--- src/rtl/adc_pkg.sv ---
package adc_pkg;

    // ****************************************
    // Sizes and frame timing
    // ****************************************
    localparam int SAMPLE_W    = 12;
    localparam int SCLK_DIV    = 2;                         // clk cycles per sclk half period
    localparam int FRAME_SCLKS = 16;                        // Four leading zeros, then 12 bits
    localparam int CAL_SCLKS   = 32;
    localparam int QUIET_SCLKS = 2;
    localparam int MIN_PERIOD  = (FRAME_SCLKS + QUIET_SCLKS) * 2 * SCLK_DIV;
    localparam int QUIET_CLKS  = QUIET_SCLKS * 2 * SCLK_DIV;
    localparam int FIFO_DEPTH  = 16;

    localparam int DIV_W    = $clog2(SCLK_DIV + 1);
    localparam int BIT_W    = $clog2(CAL_SCLKS + 1);
    localparam int QUIET_W  = $clog2(QUIET_CLKS + 1);
    localparam int PERIOD_W = 16;
    localparam int PTR_W    = $clog2(FIFO_DEPTH);
    localparam int LEVEL_W  = $clog2(FIFO_DEPTH + 1);

    // ****************************************
    // Register map
    // ****************************************
    localparam int AXI_W = 32;
    localparam int REG_W = 8;                               // Offset bits that get decoded

    localparam logic [REG_W-1:0] REG_CTRL   = 8'h00;
    localparam logic [REG_W-1:0] REG_STATUS = 8'h04;
    localparam logic [REG_W-1:0] REG_DATA   = 8'h08;
    localparam logic [REG_W-1:0] REG_PERIOD = 8'h0C;

    localparam int CTRL_ENABLE_BIT = 0;
    localparam int CTRL_RECAL_BIT  = 1;
    localparam int STAT_AVAIL_BIT  = 0;
    localparam int STAT_CAL_BIT    = 1;
    localparam int STAT_LEVEL_LSB  = 4;
    localparam int DATA_OVR_BIT    = 16;
    localparam int DATA_VALID_BIT  = 31;

    localparam logic [1:0] RESP_OKAY   = 2'b00;
    localparam logic [1:0] RESP_SLVERR = 2'b10;

    // Reader FSM states
    typedef enum logic [1:0] {
        INIT      = 2'b00,
        CALIBRATE = 2'b01,
        IDLE      = 2'b10,
        RECEIVE   = 2'b11
    } reader_state_t;

    typedef struct packed {
        logic                overrun;                       // Samples were lost before this one
        logic [SAMPLE_W-1:0] value;
    } sample_t;

    typedef struct packed {
        logic                enable;
        logic [PERIOD_W-1:0] period;                        // In clk cycles
    } adc_cfg_t;

    typedef struct packed { logic [AXI_W-1:0] addr; } axil_aw_t;
    typedef struct packed { logic [AXI_W-1:0] data; } axil_w_t;
    typedef struct packed { logic [1:0] resp; } axil_b_t;
    typedef struct packed { logic [AXI_W-1:0] addr; } axil_ar_t;

    typedef struct packed {
        logic [AXI_W-1:0] data;
        logic [1:0]       resp;
    } axil_r_t;

endpackage

--- src/rtl/adc_spi_reader.sv ---
module adc_spi_reader import adc_pkg::*; (
    input  logic     clk,
    input  logic     reset,
    input  adc_cfg_t cfg,
    input  logic     recal_req,
    input  logic     sdo,
    input  logic     in_ready,
    output logic     cs,
    output logic     sclk,
    output sample_t  smp,
    output logic     smp_valid,
    output logic     calibrating
);

    reader_state_t       state;
    logic [DIV_W-1:0]    div_cnt;
    logic [BIT_W-1:0]    bit_cnt;
    logic [SAMPLE_W-1:0] shift;
    logic [PERIOD_W-1:0] period_cnt;
    logic [PERIOD_W-1:0] reload;
    logic [QUIET_W-1:0]  quiet_cnt;
    logic                recal_pend;
    logic                ovr_pend;

    logic in_frame;
    logic sclk_en;
    logic rise;
    logic fall;
    logic last_bit;
    logic start_cal;
    logic start_conv;
    logic capture;
    logic capture_last;

    // ****************************************
    // Serial clock enable and frame control
    // ****************************************
    assign in_frame = (state == CALIBRATE) || (state == RECEIVE);
    assign sclk_en  = in_frame && (div_cnt == DIV_W'(SCLK_DIV - 1));
    assign rise     = sclk_en && !sclk;
    assign fall     = sclk_en && sclk;

    assign last_bit = (state == RECEIVE) ? (bit_cnt == BIT_W'(FRAME_SCLKS))
                                         : (bit_cnt == BIT_W'(CAL_SCLKS));

    // Recalibration wins over a due conversion
    assign start_cal  = (state == INIT) ||
                        ((state == IDLE) && (quiet_cnt == '0) && recal_pend);
    assign start_conv = (state == IDLE) && (quiet_cnt == '0) && !recal_pend &&
                        cfg.enable && (period_cnt == '0);

    assign reload = (cfg.period < PERIOD_W'(MIN_PERIOD)) ? PERIOD_W'(MIN_PERIOD - 1)
                                                         : cfg.period - PERIOD_W'(1);

    assign calibrating = (state == INIT) || (state == CALIBRATE) || recal_pend;

    always_ff @(posedge clk) begin
        if (reset) begin
            state     <= INIT;
            cs        <= 1'b1;
            sclk      <= 1'b0;
            div_cnt   <= '0;
            bit_cnt   <= '0;
            quiet_cnt <= '0;
        end else begin
            case (state)
                INIT, IDLE: begin
                    if (quiet_cnt != '0)
                        quiet_cnt <= quiet_cnt - 1'b1;
                    if (start_cal || start_conv) begin
                        state   <= start_cal ? CALIBRATE : RECEIVE;
                        cs      <= 1'b0;
                        div_cnt <= '0;
                        bit_cnt <= '0;
                    end
                end
                CALIBRATE, RECEIVE: begin
                    div_cnt <= sclk_en ? '0 : div_cnt + 1'b1;
                    if (sclk_en)
                        sclk <= !sclk;
                    if (rise)
                        bit_cnt <= bit_cnt + 1'b1;
                    if (fall && last_bit) begin                     // Frame ends on last falling edge
                        state     <= IDLE;
                        cs        <= 1'b1;
                        quiet_cnt <= QUIET_W'(QUIET_CLKS - 1);
                    end
                end
            endcase
        end
    end

    // Conversion period, counted from one frame start to the next
    always_ff @(posedge clk) begin
        if (reset)
            period_cnt <= '0;
        else if (start_conv)
            period_cnt <= reload;
        else if (period_cnt != '0)
            period_cnt <= period_cnt - 1'b1;
    end

    always_ff @(posedge clk) begin
        if (reset)
            recal_pend <= 1'b0;
        else
            recal_pend <= recal_req || (recal_pend && !start_cal);
    end

    // ****************************************
    // Data capture and sample output
    // ****************************************
    assign capture      = rise && (state == RECEIVE);
    assign capture_last = capture && (bit_cnt == BIT_W'(FRAME_SCLKS - 1));

    always_ff @(posedge clk) begin
        if (capture)
            shift <= {shift[SAMPLE_W-2:0], sdo};                    // Leading zeros fall off the top
        if (capture_last) begin
            smp.value   <= {shift[SAMPLE_W-2:0], sdo};
            smp.overrun <= ovr_pend;
        end
    end

    always_ff @(posedge clk) begin
        if (reset) begin
            smp_valid <= 1'b0;
            ovr_pend  <= 1'b0;
        end else begin
            smp_valid <= capture_last;
            if (smp_valid)
                ovr_pend <= !in_ready;                              // The ADC cannot wait for space
        end
    end

endmodule

--- src/rtl/sample_fifo.sv ---
module sample_fifo import adc_pkg::*; #(
    parameter type payload_t = logic [7:0]
) (
    input  logic               clk,
    input  logic               reset,
    input  payload_t           in_data,
    input  logic               in_valid,
    output logic               in_ready,
    output payload_t           out_data,
    output logic               out_valid,
    input  logic               out_ready,
    output logic [LEVEL_W-1:0] level
);

    payload_t         mem [FIFO_DEPTH];
    logic [PTR_W-1:0] wr_ptr;
    logic [PTR_W-1:0] rd_ptr;
    logic             push;
    logic             pop;

    assign in_ready  = (level != LEVEL_W'(FIFO_DEPTH));
    assign out_valid = (level != '0);
    assign push      = in_valid && in_ready;                        // Ignored when full
    assign pop       = out_ready && out_valid;
    assign out_data  = mem[rd_ptr];                                 // Head is visible without delay

    always_ff @(posedge clk) begin
        if (push)
            mem[wr_ptr] <= in_data;
    end

    always_ff @(posedge clk) begin
        if (reset) begin
            wr_ptr <= '0;
            rd_ptr <= '0;
            level  <= '0;
        end else begin
            if (push)
                wr_ptr <= wr_ptr + 1'b1;                            // Depth is a power of two
            if (pop)
                rd_ptr <= rd_ptr + 1'b1;
            case ({push, pop})
                2'b10:   level <= level + 1'b1;
                2'b01:   level <= level - 1'b1;
                default: level <= level;
            endcase
        end
    end

endmodule

--- src/rtl/adc_axil_regs.sv ---
module adc_axil_regs import adc_pkg::*; (
    input  logic               clk,
    input  logic               reset,

    input  axil_aw_t           aw,
    input  logic               aw_valid,
    output logic               aw_ready,
    input  axil_w_t            w,
    input  logic               w_valid,
    output logic               w_ready,
    output axil_b_t            b,
    output logic               b_valid,
    input  logic               b_ready,
    input  axil_ar_t           ar,
    input  logic               ar_valid,
    output logic               ar_ready,
    output axil_r_t            r,
    output logic               r_valid,
    input  logic               r_ready,

    input  sample_t            fifo_data,
    input  logic               fifo_valid,
    input  logic [LEVEL_W-1:0] fifo_level,
    input  logic               calibrating,
    output adc_cfg_t           cfg,
    output logic               recal_req,
    output logic               pop
);

    axil_aw_t         aw_q;
    axil_w_t          w_q;
    logic             aw_held;
    logic             w_held;
    logic             aw_fire;
    logic             w_fire;
    logic             do_write;
    logic             aw_held_n;
    logic             w_held_n;
    logic             b_valid_n;
    logic [AXI_W-1:0] wr_addr;
    logic [AXI_W-1:0] wr_data;
    logic             wr_ctrl;
    logic             wr_period;
    logic             ar_fire;
    logic             r_valid_n;
    axil_r_t          rd;

    // ****************************************
    // Write channels
    // ****************************************
    assign aw_fire   = aw_valid && aw_ready;
    assign w_fire    = w_valid && w_ready;
    assign do_write  = (aw_held || aw_fire) && (w_held || w_fire);  // AW and W in either order
    assign aw_held_n = (aw_held || aw_fire) && !do_write;
    assign w_held_n  = (w_held || w_fire) && !do_write;
    assign b_valid_n = do_write || (b_valid && !b_ready);

    assign wr_addr   = aw_fire ? aw.addr : aw_q.addr;
    assign wr_data   = w_fire ? w.data : w_q.data;
    assign wr_ctrl   = (wr_addr[REG_W-1:0] == REG_CTRL);
    assign wr_period = (wr_addr[REG_W-1:0] == REG_PERIOD);

    always_ff @(posedge clk) begin
        if (aw_fire)
            aw_q <= aw;
        if (w_fire)
            w_q <= w;
        if (do_write)
            b.resp <= (wr_ctrl || wr_period) ? RESP_OKAY : RESP_SLVERR;
    end

    always_ff @(posedge clk) begin
        if (reset) begin
            aw_held  <= 1'b0;
            w_held   <= 1'b0;
            aw_ready <= 1'b0;
            w_ready  <= 1'b0;
            b_valid  <= 1'b0;
        end else begin
            aw_held  <= aw_held_n;
            w_held   <= w_held_n;
            b_valid  <= b_valid_n;
            aw_ready <= !aw_held_n && !b_valid_n;                   // One response in flight at most
            w_ready  <= !w_held_n && !b_valid_n;
        end
    end

    always_ff @(posedge clk) begin
        if (reset) begin
            cfg.enable <= 1'b0;
            cfg.period <= PERIOD_W'(MIN_PERIOD);
            recal_req  <= 1'b0;
        end else begin
            recal_req <= do_write && wr_ctrl && wr_data[CTRL_RECAL_BIT];
            if (do_write && wr_ctrl)
                cfg.enable <= wr_data[CTRL_ENABLE_BIT];
            if (do_write && wr_period)
                cfg.period <= wr_data[PERIOD_W-1:0];
        end
    end

    // ****************************************
    // Read channels
    // ****************************************
    assign ar_fire   = ar_valid && ar_ready;
    assign r_valid_n = ar_fire || (r_valid && !r_ready);
    assign pop       = ar_fire && (ar.addr[REG_W-1:0] == REG_DATA) && fifo_valid;

    always_comb begin
        rd.data = '0;
        rd.resp = RESP_OKAY;
        case (ar.addr[REG_W-1:0])
            REG_CTRL: rd.data[CTRL_ENABLE_BIT] = cfg.enable;
            REG_STATUS: begin
                rd.data[STAT_AVAIL_BIT]              = fifo_valid;
                rd.data[STAT_CAL_BIT]                = calibrating;
                rd.data[STAT_LEVEL_LSB +: LEVEL_W]   = fifo_level;
            end
            REG_DATA: begin
                if (fifo_valid) begin                               // Empty FIFO reads as zero
                    rd.data[DATA_VALID_BIT] = 1'b1;
                    rd.data[DATA_OVR_BIT]   = fifo_data.overrun;
                    rd.data[SAMPLE_W-1:0]   = fifo_data.value;
                end
            end
            REG_PERIOD: rd.data[PERIOD_W-1:0] = cfg.period;
            default: rd.resp = RESP_SLVERR;
        endcase
    end

    always_ff @(posedge clk) begin
        if (ar_fire)
            r <= rd;
    end

    always_ff @(posedge clk) begin
        if (reset) begin
            ar_ready <= 1'b0;
            r_valid  <= 1'b0;
        end else begin
            r_valid  <= r_valid_n;
            ar_ready <= !r_valid_n;
        end
    end

endmodule

--- src/rtl/adc_subsystem.sv ---
module adc_subsystem import adc_pkg::*; (
    input  logic     clk,
    input  logic     reset,

    input  axil_aw_t aw,
    input  logic     aw_valid,
    output logic     aw_ready,
    input  axil_w_t  w,
    input  logic     w_valid,
    output logic     w_ready,
    output axil_b_t  b,
    output logic     b_valid,
    input  logic     b_ready,
    input  axil_ar_t ar,
    input  logic     ar_valid,
    output logic     ar_ready,
    output axil_r_t  r,
    output logic     r_valid,
    input  logic     r_ready,

    output logic     cs,
    output logic     sclk,
    input  logic     sdo
);

    adc_cfg_t           cfg;
    logic               recal_req;
    logic               calibrating;
    sample_t            smp;
    logic               smp_valid;
    logic               smp_ready;
    sample_t            fifo_data;
    logic               fifo_valid;
    logic [LEVEL_W-1:0] fifo_level;
    logic               pop;

    adc_spi_reader u_reader (
        .clk         (clk),
        .reset       (reset),
        .cfg         (cfg),
        .recal_req   (recal_req),
        .sdo         (sdo),
        .in_ready    (smp_ready),
        .cs          (cs),
        .sclk        (sclk),
        .smp         (smp),
        .smp_valid   (smp_valid),
        .calibrating (calibrating)
    );

    sample_fifo #(.payload_t(sample_t)) u_fifo (
        .clk       (clk),
        .reset     (reset),
        .in_data   (smp),
        .in_valid  (smp_valid),
        .in_ready  (smp_ready),
        .out_data  (fifo_data),
        .out_valid (fifo_valid),
        .out_ready (pop),
        .level     (fifo_level)
    );

    adc_axil_regs u_regs (
        .clk         (clk),
        .reset       (reset),
        .aw          (aw),
        .aw_valid    (aw_valid),
        .aw_ready    (aw_ready),
        .w           (w),
        .w_valid     (w_valid),
        .w_ready     (w_ready),
        .b           (b),
        .b_valid     (b_valid),
        .b_ready     (b_ready),
        .ar          (ar),
        .ar_valid    (ar_valid),
        .ar_ready    (ar_ready),
        .r           (r),
        .r_valid     (r_valid),
        .r_ready     (r_ready),
        .fifo_data   (fifo_data),
        .fifo_valid  (fifo_valid),
        .fifo_level  (fifo_level),
        .calibrating (calibrating),
        .cfg         (cfg),
        .recal_req   (recal_req),
        .pop         (pop)
    );

endmodule

--- config.mk ---
export PLATFORM = sky130hd
export DESIGN_NAME = adc_subsystem
export DESIGN_NICKNAME = d
export VERILOG_FILES = /design/src/rtl/adc_pkg.sv /design/src/rtl/adc_spi_reader.sv /design/src/rtl/sample_fifo.sv /design/src/rtl/adc_axil_regs.sv /design/src/rtl/adc_subsystem.sv
export SDC_FILE = /design/constraint.sdc
export NUM_CORES = 1
export LEC_CHECK = 0
export ABC_CLOCK_PERIOD_IN_PS = 3600
export BUFFER_PORTS_ARGS = -buffer_cell sky130_fd_sc_hd__buf_2
export CORE_UTILIZATION = 49
export DETAILED_ROUTE_END_ITERATION = 16
export PLACE_DENSITY = 0.8
export SLEW_MARGIN = 20
export SYNTH_ARGS = -nofsm -noshare
export SYNTH_HDL_FRONTEND = slang
export SYNTH_SLANG_ARGS = --single-unit
--- constraint.sdc ---
create_clock -name clk -period 3.6 [get_ports clk]
set_input_delay 0.72 -clock clk [delete_from_list [all_inputs] [get_ports clk]]
set_output_delay 0.72 -clock clk [all_outputs]
set_load 0.005 [all_outputs]
==> flow_metrics.py, run 1 <==
metrics = {
    "floorplanning": {
        "die_w_um": 173,
        "ios": 147,
        "rows": 62,
        "core_region_area_mm2": 0.0288,
        "chipHeight_um": 173,
        "dieArea_mm2": 0.0300,
        "start_util_pct": 50.0,
    },
    "logic_synthesis": {
        "ys_ff_latch": 353,
        "synth_top_family_by_area": "multiplexers",
        "synth_area_leader_cell": "edfxtp_1",
        "synth-adder-area-share_pct": 1.22,
        "syn_area_mm2": 0.0144,
        "synthFlopType": "edfxtp_1",
        "synthArstFlopShare_pct": 0,
        "synth_compound_area_share_pct": 5.40,
        "synth_edf_count": 252,
        "synth_top_area_share_pct": 52.6,
        "synth_area_leaders": "edfxtp_1 53%, dfxtp_1 14%, mux4_2 8.1%",
        "yosysSeqAreaShare_pct": 66.7,
        "synth_warnings": 0,
        "ys_types": 66,
        "synth-xor-area-share_pct": 2.13,
        "syn_inst": 960,
        "yosys-mux-area-fraction_pct": 12.5,
        "yosys.area_share.simple_pct": 8.98,
        "postSynthAreaPerCell_um2": 15.0,
    },
    "power": {
        "ir_drop_v": 0.000258,
        "power.density_mw_per_mm2": 540,
        "finalPower_w": 0.00880,
        "p_leak_nw": 5.51,
    },
    "critical_path": {
        "worstReg2RegEnd": "u_fifo.level[2]$_SDFFE_PP0P_",
        "cp.required_ns": 4.05,
        "critPathLaunchType": "register",
        "reg2reg_from": "u_fifo.level[1]$_SDFFE_PP0P_",
        "crit_fanout": 8,
        "arrival_ns": 3.64,
        "r2r_cells": 10,
        "crit_type": "reg2reg",
        "endpoint_kind": "register",
        "reg2reg_slack_ns": 0.41,
    },
    "grt": {
        "grt_overflow": 0,
        "grt_pass1_vias": 8412,
        "grt_max_degree": 48,
        "grtUsageTotal_pct": 19.9,
        "antenna_found_initial": 0,
        "grt_pass1_wl_um": 46200,
    },
    "clock_network": {
        "cts_root_buffer": "clkbuf_16",
        "postCtsResizedCells": 0,
        "clk_pin_slew_ns": 0.06,
        "numCtsBuffers": 35,
        "cts_sinks": 353,
        "cts_max_level": 2,
        "cts.path.max_buffers": 3,
        "post_cts_buffers": 0,
        "clock_latency_ns": 0.52,
        "cts_tree": "yes",
        "cts_hold_buf": 0,
    },
    "drt": {
        "wl_met2_um": 14800,
        "finalWirelength_um": 29400,
        "routed_via_density": 5.74,
        "drtAntennaViolNets": 0,
        "met3_length_um": 1660,
        "route.detailed.drc": 0,
        "firstDrtPassIters": 8,
        "first_iter_violations": 787,
        "wl_met1_um": 12000,
        "vias": 8397,
        "route.top_layer_used": "met4",
        "wire_per_inst_um": 20.1,
    },
    "sta": {
        "finalHoldViolCount": 0,
        "final_max_slew_viol_count": 0,
        "period_minus_slack_ns": 3.19,
        "skew_ns": 0.0177,
        "setup_viol": 0,
        "setup_tns_ns": 0,
        "tightest_slew_ns": 1.01,
        "hold_ws_ns": 0.407,
        "finalCritPeriodShare_pct": 88.7,
        "fmax_ghz": 0.313,
        "slew_headroom_pct": 32.5,
        "rsz0062_at_grt": "no",
    },
    "outcome": {
        "status": "completed",
    },
    "layout": {
        "drive_above_1_share_pct": 22.5,
        "final_util_pct": 56.7,
        "final_nets": 1171,
        "diodes": 0,
        "fin_area_mm2": 0.0163,
        "syn_to_final_growth_pct": 13.4,
    },
    "run": {
        "maxCapViolations": 0,
    },
    "min_path": {
        "hp-class": "in2reg",
        "hold_start": "sdo",
        "hold_depth": 1,
        "min_to": "u_reader.shift[0]$_DFFE_PP_",
    },
    "placement": {
        "hpwl_um": 19100,
        "io_buffers": 66,
        "dpl_cell_area_mm2": 0.0152,
        "finalWeightedCongestion": 0.862,
    },
}
==> metal layers <==
layer | vias to the layer above | GRT usage, %
met5 | - | 0
met4 | 0 | 7.82
met3 | 76 | 2.85
met2 | 322 | 34.1
met1 | 4176 | 25.5
li1 | 3823 | -
==> metrics by stage <==
stage	std cells	worst slack, ns
floorplan	975	0.607
global placement	1400	0.420
detailed placement	1400	0.352
CTS	1464	0.409
global route	1464	0.136
finish	1464	0.408
==> cell type report <==
| cell class | count | area (um2) |
|---|---|---|
| Timing Repair Buffer | 101 | 606 |
| Tap cell | 384 | 480 |
| Multi-Input combinational cell | 541 | 4460 |
| Inverter | 21 | 78.8 |
| Sequential cell | 353 | 9590 |
| Clock buffer | 52 | 1000 |
| Clock inverter | 12 | 95.1 |
| Fill cell | 2152 | 12500 |
==> cell usage after synthesis, types with 3 or more instances <==
master,instances
edfxtp_1,252
dfxtp_1,101
nor2_1,83
mux4_2,52
a21oi_1,42
nand2_1,38
mux2i_1,35
clkbuf_1,28
nor3_1,27
mux2_2,25
a211oi_1,24
inv_1,21
nor2b_1,19
xnor2_1,19
buf_4,16
xor2_1,16
ha_1,14
nand2b_1,11
nand3_1,11
nor4_1,10
buf_2,9
nand4_1,9
o21ai_0,7
a221o_1,6
nor3b_1,6
a22o_1,5
and2_1,5
and3_1,4
nand4b_1,4
o21a_1,4
a21o_1,3
buf_6,3
nand3b_1,3
nor4b_1,3
or2_2,3
or4_1,3
==> where the power goes <==
part	internal, W	switching, W	total [W]
sequential	0.00446	0.000115	0.00457
combinational	0.000343	0.000409	0.000752
clock	0.00201	0.00147	0.00348
==> cells by family after synthesis <==
logic type / after synthesis
other: 1
buffers and inverters: 81
multiplexers: 112
AO/OA/AOI/OAI: 113
AND/OR/NAND/NOR: 251
flip-flops: 353
adder cells (fa/ha/maj): 14
XOR/XNOR: 35
==> worst max path at each step <==
stage / cells after the start / slack (ns) / from / endpoint
floorplan: 11 / 0.61 / ar[1] / u_fifo.level[4]$_SDFFE_PP0P_
global placement: 13 / 0.42 / ar[1] / u_fifo.level[4]$_SDFFE_PP0P_
detailed placement: 13 / 0.35 / ar[1] / u_fifo.level[4]$_SDFFE_PP0P_
CTS: 10 / 0.41 / u_fifo.level[0]$_SDFFE_PP0P_ / u_fifo.level[2]$_SDFFE_PP0P_
global route: 11 / 0.14 / u_fifo.level[1]$_SDFFE_PP0P_ / u_fifo.level[4]$_SDFFE_PP0P_
finish: 10 / 0.41 / u_fifo.level[1]$_SDFFE_PP0P_ / u_fifo.level[2]$_SDFFE_PP0P_
==> flip-flops by register name, summed over array words and instances (netlist names), 2 cells and up, named ones only <==
name	flops
u_regs.r	19
u_reader.smp	13
u_reader.div_cnt	2
u_fifo.wr_ptr	4
u_reader.period_cnt	16
u_regs.aw_q	8
u_fifo.level	5
u_fifo.rd_ptr	4
u_fifo.mem	208
u_reader.state	2
u_reader.shift	11
u_reader.quiet_cnt	4
u_regs.w_q	16
u_regs.cfg	17
u_reader.bit_cnt	6
==> worst max-delay path: stages (launching register included) <==
cell and delay, ns:
dfxtp_1 0.39, nor4_1 0.57, nor2b_1 0.45, nor2_1 0.17, ha_1 0.33, xor2_1 0.18, ha_1 0.23, a41oi_1 0.24
xnor2_1 0.12, or3_1 0.31, a21oi_1 0.13
==> placed cells by master, fill, tap and decap left out, drive strengths merged, types with 5 or more instances in the layout <==
cell type	instances
a22o	5
a21oi	42
inv	22
xnor2	19
buf	101
nand2	38
ha	14
mux4	52
and2	5
o21ai	8
dfxtp	101
conb	16
nor2	84
clkinv	9
nand4	10
a221o	6
xor2	16
mux2	25
nand3	11
edfxtp	252
mux2i	35
nor2b	19
nand2b	11
nor3	27
clkbuf	52
nor3b	6
a211oi	25
nor4	11
(Power assumes the default switching activity.)
==> run 2, diff against run 1 <==
MAX_ROUTING_LAYER = met4   (was unset)
==> flow_metrics.py, run 2 (synthesis gave the netlist of run 1 again) <==
metrics = {
    "outcome": {
        "status": "completed",
    },
    "power": {
        "power.density_mw_per_mm2": 540,
        "finalPower_w": 0.00881,
        "clkPwrFrac_pct": 39.5,
        "ir_drop_v": 0.000259,
        "p_switching_w": 0.00199,
        "sw_frac_of_total_pct": 22.6,
        "p_leak_nw": 5.51,
        "comb_power_share_pct": 8.5,
        "intPower_w": 0.00681,
        "power.sequential.fraction_pct": 51.9,
    },
    "clock_network": {
        "cts_hold_buf": 0,
        "post_cts_buffers": 0,
        "cts_sinks": 353,
        "numCtsBuffers": 35,
        "postCtsResizedCells": 0,
        "cts.path.max_buffers": 3,
        "clk_pin_slew_ns": 0.06,
        "cts_max_level": 2,
        "cts_root_buffer": "clkbuf_16",
        "cts_tree": "yes",
        "clock_latency_ns": 0.52,
    },
    "drt": {
        "route.detailed.drc": 0,
        "drtAntennaViolNets": 0,
        "vias": 8457,
        "wire_per_inst_um": 20.1,
        "first_iter_violations": 788,
        "firstDrtPassIters": 6,
        "routed_via_density": 5.78,
        "finalWirelength_um": 29500,
    },
    "critical_path": {
        "crit_type": "reg2reg",
        "crit_fanout": 7,
        "worstReg2RegEnd": "u_fifo.level[4]$_SDFFE_PP0P_",
        "cp.required_ns": 4.00,
        "arrival_ns": 3.60,
        "endpoint_kind": "register",
        "critPathLaunchType": "register",
        "r2r_cells": 11,
        "reg2reg_slack_ns": 0.40,
        "reg2reg_from": "u_fifo.level[0]$_SDFFE_PP0P_",
    },
    "layout": {
        "layout_common_cells": "252 x edfxtp_1, 99 x dfxtp_1, 83 x nor2_1",
        "largest_register": "u_fifo.mem",
        "final_nets": 1171,
        "largest_register_ffs": 208,
        "final_common_cell": "edfxtp_1",
        "reg_top3": "u_fifo.mem (208), u_regs.r (19), u_regs.cfg (17)",
        "syn_to_final_growth_pct": 13.4,
        "diodes": 0,
        "final_util_pct": 56.7,
        "drive_above_1_share_pct": 22.5,
    },
    "sta": {
        "skew_ns": 0.0172,
        "rsz0062_at_grt": "no",
        "final_max_slew_viol_count": 0,
        "finalHoldViolCount": 0,
        "finalCritPeriodShare_pct": 89.0,
        "tightest_slew_ns": 1.00,
        "setup_tns_ns": 0,
        "setup_viol": 0,
        "period_minus_slack_ns": 3.20,
        "fmax_ghz": 0.312,
        "slew_headroom_pct": 33.2,
    },
    "min_path": {
        "min_to": "u_reader.shift[0]$_DFFE_PP_",
        "hp-class": "in2reg",
        "hold_start": "sdo",
        "hold_depth": 1,
    },
    "floorplanning": {
        "core_region_area_mm2": 0.0288,
        "start_util_pct": 50.0,
        "die_w_um": 173,
        "ios": 147,
        "dieArea_mm2": 0.0300,
        "chipHeight_um": 173,
        "rows": 62,
    },
    "placement": {
        "hpwl_um": 19100,
        "finalWeightedCongestion": 0.876,
        "io_buffers": 66,
    },
    "grt": {
        "grt_pass1_wl_um": 46200,
        "grt_overflow": 0,
        "grtUsageTotal_pct": 20.5,
        "grt_max_degree": 48,
        "grt_pass1_vias": 8393,
        "antenna_found_initial": 0,
    },
    "run": {
        "maxCapViolations": 0,
    },
}
==> run 2: cell counts in the layout (fill, tap and decap cells not counted) <==
Identical to the previous run, type by type.
==> run 2: power groups by stage <==
stage	clock network [W]	registers (W)	logic [W]
2_1_floorplan	0	0.00463	0.000602
3_3_place_gp	0	0.00465	0.000722
3_5_place_dp	0	0.00466	0.000745
4_1_cts	0.00351	0.00457	0.000750
5_1_grt	0.00366	0.00459	0.000844
6_report	0.00348	0.00457	0.000753
==> run 2: area by class of cell <==
class	count	area, um2
clock buffers	52	1000
clock inverters	12	95.1
fillers	2152	12500
inverters	21	78.8
multi-input cells	541	4460
flip-flops and latches	353	9590
well taps	384	480
repair buffers	101	606
==> run 2: worst max path at each step <==
stage,from,end,slack [ns],cells after the start
final,u_fifo.level[0]$_SDFFE_PP0P_,u_fifo.level[4]$_SDFFE_PP0P_,0.40,11
after global routing,u_fifo.level[1]$_SDFFE_PP0P_,u_fifo.level[4]$_SDFFE_PP0P_,0.14,11
after CTS,u_fifo.level[0]$_SDFFE_PP0P_,u_fifo.level[2]$_SDFFE_PP0P_,0.41,10
after detailed placement,ar[1],u_fifo.level[4]$_SDFFE_PP0P_,0.35,13
after global placement,ar[1],u_fifo.level[4]$_SDFFE_PP0P_,0.42,13
after floorplan,ar[1],u_fifo.level[4]$_SDFFE_PP0P_,0.61,11
==> run 2: per-stage QoR <==
step | std cells | hold slack [ns] | area [um2] | setup slack [ns]
floorplan | 975 | 0.400 | 14400 | 0.607
global placement | 1400 | 0.401 | 15200 | 0.420
detailed placement | 1400 | 0.405 | 15200 | 0.352
CTS | 1464 | 0.403 | 16300 | 0.409
global route | 1464 | 0.403 | 16300 | 0.136
finish | 1464 | 0.409 | 16300 | 0.396
==> run 2: per-layer routing <==
| metal | vias to the layer above | share of wire [%] | GRT usage, % |
|---|---|---|---|
| met5 | - | 0 | - |
| met4 | 0 | 3.4 | 7.82 |
| met3 | 77 | 5.5 | 2.85 |
| met2 | 324 | 50 | 34.2 |
| met1 | 4233 | 41 | 25.5 |
| li1 | 3823 | - | - |
==> run 2: worst max-delay path, stage by stage, from the launching register on <==
cell and delay [ns]:
dfxtp_1 0.38, nor4_1 0.58, nor2b_1 0.46, nor2_1 0.17, ha_1 0.33, xor2_1 0.19, ha_1 0.22, nor3_1 0.06
nor2_1 0.12, nor3_1 0.06, mux2i_1 0.16, mux2_2 0.35
==> run 3, diff against run 2 <==
PLACE_DENSITY = 0.66   (was 0.8)
==> flow_metrics.py, run 3 (synthesis gave the netlist of run 1 again) <==
metrics = {
    "grt": {
        "grt_overflow": 0,
        "grt_max_degree": 63,
        "grt_pass1_vias": 8046,
        "grtUsageTotal_pct": 20.4,
        "grt_pass1_wl_um": 45700,
        "antenna_found_initial": 0,
    },
    "floorplanning": {
        "chipHeight_um": 173,
        "start_util_pct": 50.0,
        "dieArea_mm2": 0.0300,
        "core_region_area_mm2": 0.0288,
        "rows": 62,
        "ios": 147,
        "die_w_um": 173,
    },
    "sta": {
        "fmax_ghz": 0.324,
        "period_minus_slack_ns": 3.09,
        "tightest_slew_ns": 0.895,
        "finalHoldViolCount": 0,
        "slew_headroom_pct": 40.3,
        "rsz0062_at_grt": "no",
        "setup_tns_ns": 0,
        "final_max_slew_viol_count": 0,
        "finalCritPeriodShare_pct": 85.8,
        "skew_ns": 0.0133,
        "setup_viol": 0,
    },
    "layout": {
        "reg_top3": "u_fifo.mem (208), u_regs.r (19), u_regs.cfg (17)",
        "fin_area_mm2": 0.0164,
        "final_nets": 1177,
        "layout_common_cells": "252 x edfxtp_1, 98 x dfxtp_1, 83 x nor2_1",
        "largest_register_ffs": 208,
        "final_common_cell": "edfxtp_1",
        "diodes": 0,
        "largest_register": "u_fifo.mem",
        "syn_to_final_growth_pct": 14.0,
        "drive_above_1_share_pct": 23.4,
    },
    "clock_network": {
        "postCtsResizedCells": 0,
        "cts.path.max_buffers": 3,
        "clk_pin_slew_ns": 0.06,
        "cts_root_buffer": "clkbuf_16",
        "post_cts_buffers": 0,
        "cts_tree": "yes",
        "numCtsBuffers": 37,
        "cts_hold_buf": 0,
        "cts_max_level": 2,
        "cts_sinks": 353,
        "clock_latency_ns": 0.52,
    },
    "outcome": {
        "status": "completed",
    },
    "drt": {
        "routed_via_density": 5.57,
        "vias": 8192,
        "first_iter_violations": 706,
        "wire_per_inst_um": 19.8,
        "firstDrtPassIters": 5,
        "drtAntennaViolNets": 0,
        "route.detailed.drc": 0,
        "finalWirelength_um": 29100,
    },
    "critical_path": {
        "cp.required_ns": 4.00,
        "crit_type": "reg2reg",
        "endpoint_kind": "register",
        "reg2reg_slack_ns": 0.51,
        "arrival_ns": 3.49,
        "crit_fanout": 7,
        "critPathLaunchType": "register",
    },
    "power": {
        "ir_drop_v": 0.000432,
        "power.density_mw_per_mm2": 543,
        "p_leak_nw": 5.56,
    },
    "run": {
        "maxCapViolations": 0,
    },
    "placement": {
        "hpwl_um": 18900,
        "finalWeightedCongestion": 0.823,
        "dpl_cell_area_mm2": 0.0152,
        "io_buffers": 66,
    },
    "min_path": {
        "hp-class": "in2reg",
    },
}
-- run 3: final cells by class --
type                            instances  area (um2)
Tap cell                              384         480
Fill cell                            2325       12400
Multi-Input combinational cell        541        4460
Timing Repair Buffer                  105         623
Clock buffer                           49        1050
Inverter                               21        78.8
Clock inverter                         17        98.8
Sequential cell                       353        9600
-- run 3: final timing paths --
path / start / endpoint / depth (start not counted)
hold reg to reg: u_reader.shift[10]$_DFFE_PP_ / u_reader.smp[11]$_DFFE_PP_ / 0
hold / removal: sdo / u_reader.shift[0]$_DFFE_PP_ / 1
setup / recovery: u_fifo.level[0]$_SDFFE_PP0P_ / u_fifo.level[4]$_SDFFE_PP0P_ / 12
setup reg to reg: u_fifo.level[0]$_SDFFE_PP0P_ / u_fifo.level[4]$_SDFFE_PP0P_ / 12
-- run 3: per-layer routing --
metal  up-vias  wire length (um)  global-route usage (%)
li1       3839                 -                       -
met2       212             13600                    31.9
met1      4101             13600                    28.3
met3        40              1330                    2.92
met5         -                 0                       -
met4         0               476                    5.01
-- run 3: worst max-delay path: stages (launching register included) --
cell	delay (ns)
dfxtp_1	0.40
nor4_1	0.68
nor2b_1	0.22
buf_4	0.15
nor2_1	0.09
ha_1	0.31
xor2_1	0.17
ha_1	0.22
nor3_1	0.14
nor2_1	0.06
nor3_1	0.13
mux2i_1	0.11
mux2_2	0.29
-- run 3: per-stage QoR --
| step | hold slack (ns) | setup slack [ns] | std cells | total power [W] | util (%) |
|---|---|---|---|---|---|
| global placement | 0.408 | 0.260 | 1404 | 0.00537 | 52.9 |
| CTS | 0.380 | 0.535 | 1470 | 0.00896 | 56.9 |
| finish | 0.400 | 0.511 | 1470 | 0.00889 | 56.9 |
| detailed placement | 0.419 | 0.205 | 1404 | 0.00540 | 52.9 |
| floorplan | 0.400 | 0.607 | 975 | 0.00523 | - |
| global route | 0.389 | 0.228 | 1470 | 0.00923 | 56.9 |
-- run 3: report_power, final --
| group | internal (W) | total (W) | switching, W |
|---|---|---|---|
| logic | 0.000344 | 0.000747 | 0.000403 |
| registers | 0.00446 | 0.00457 | 0.000111 |
| clock network | 0.00207 | 0.00358 | 0.00151 |
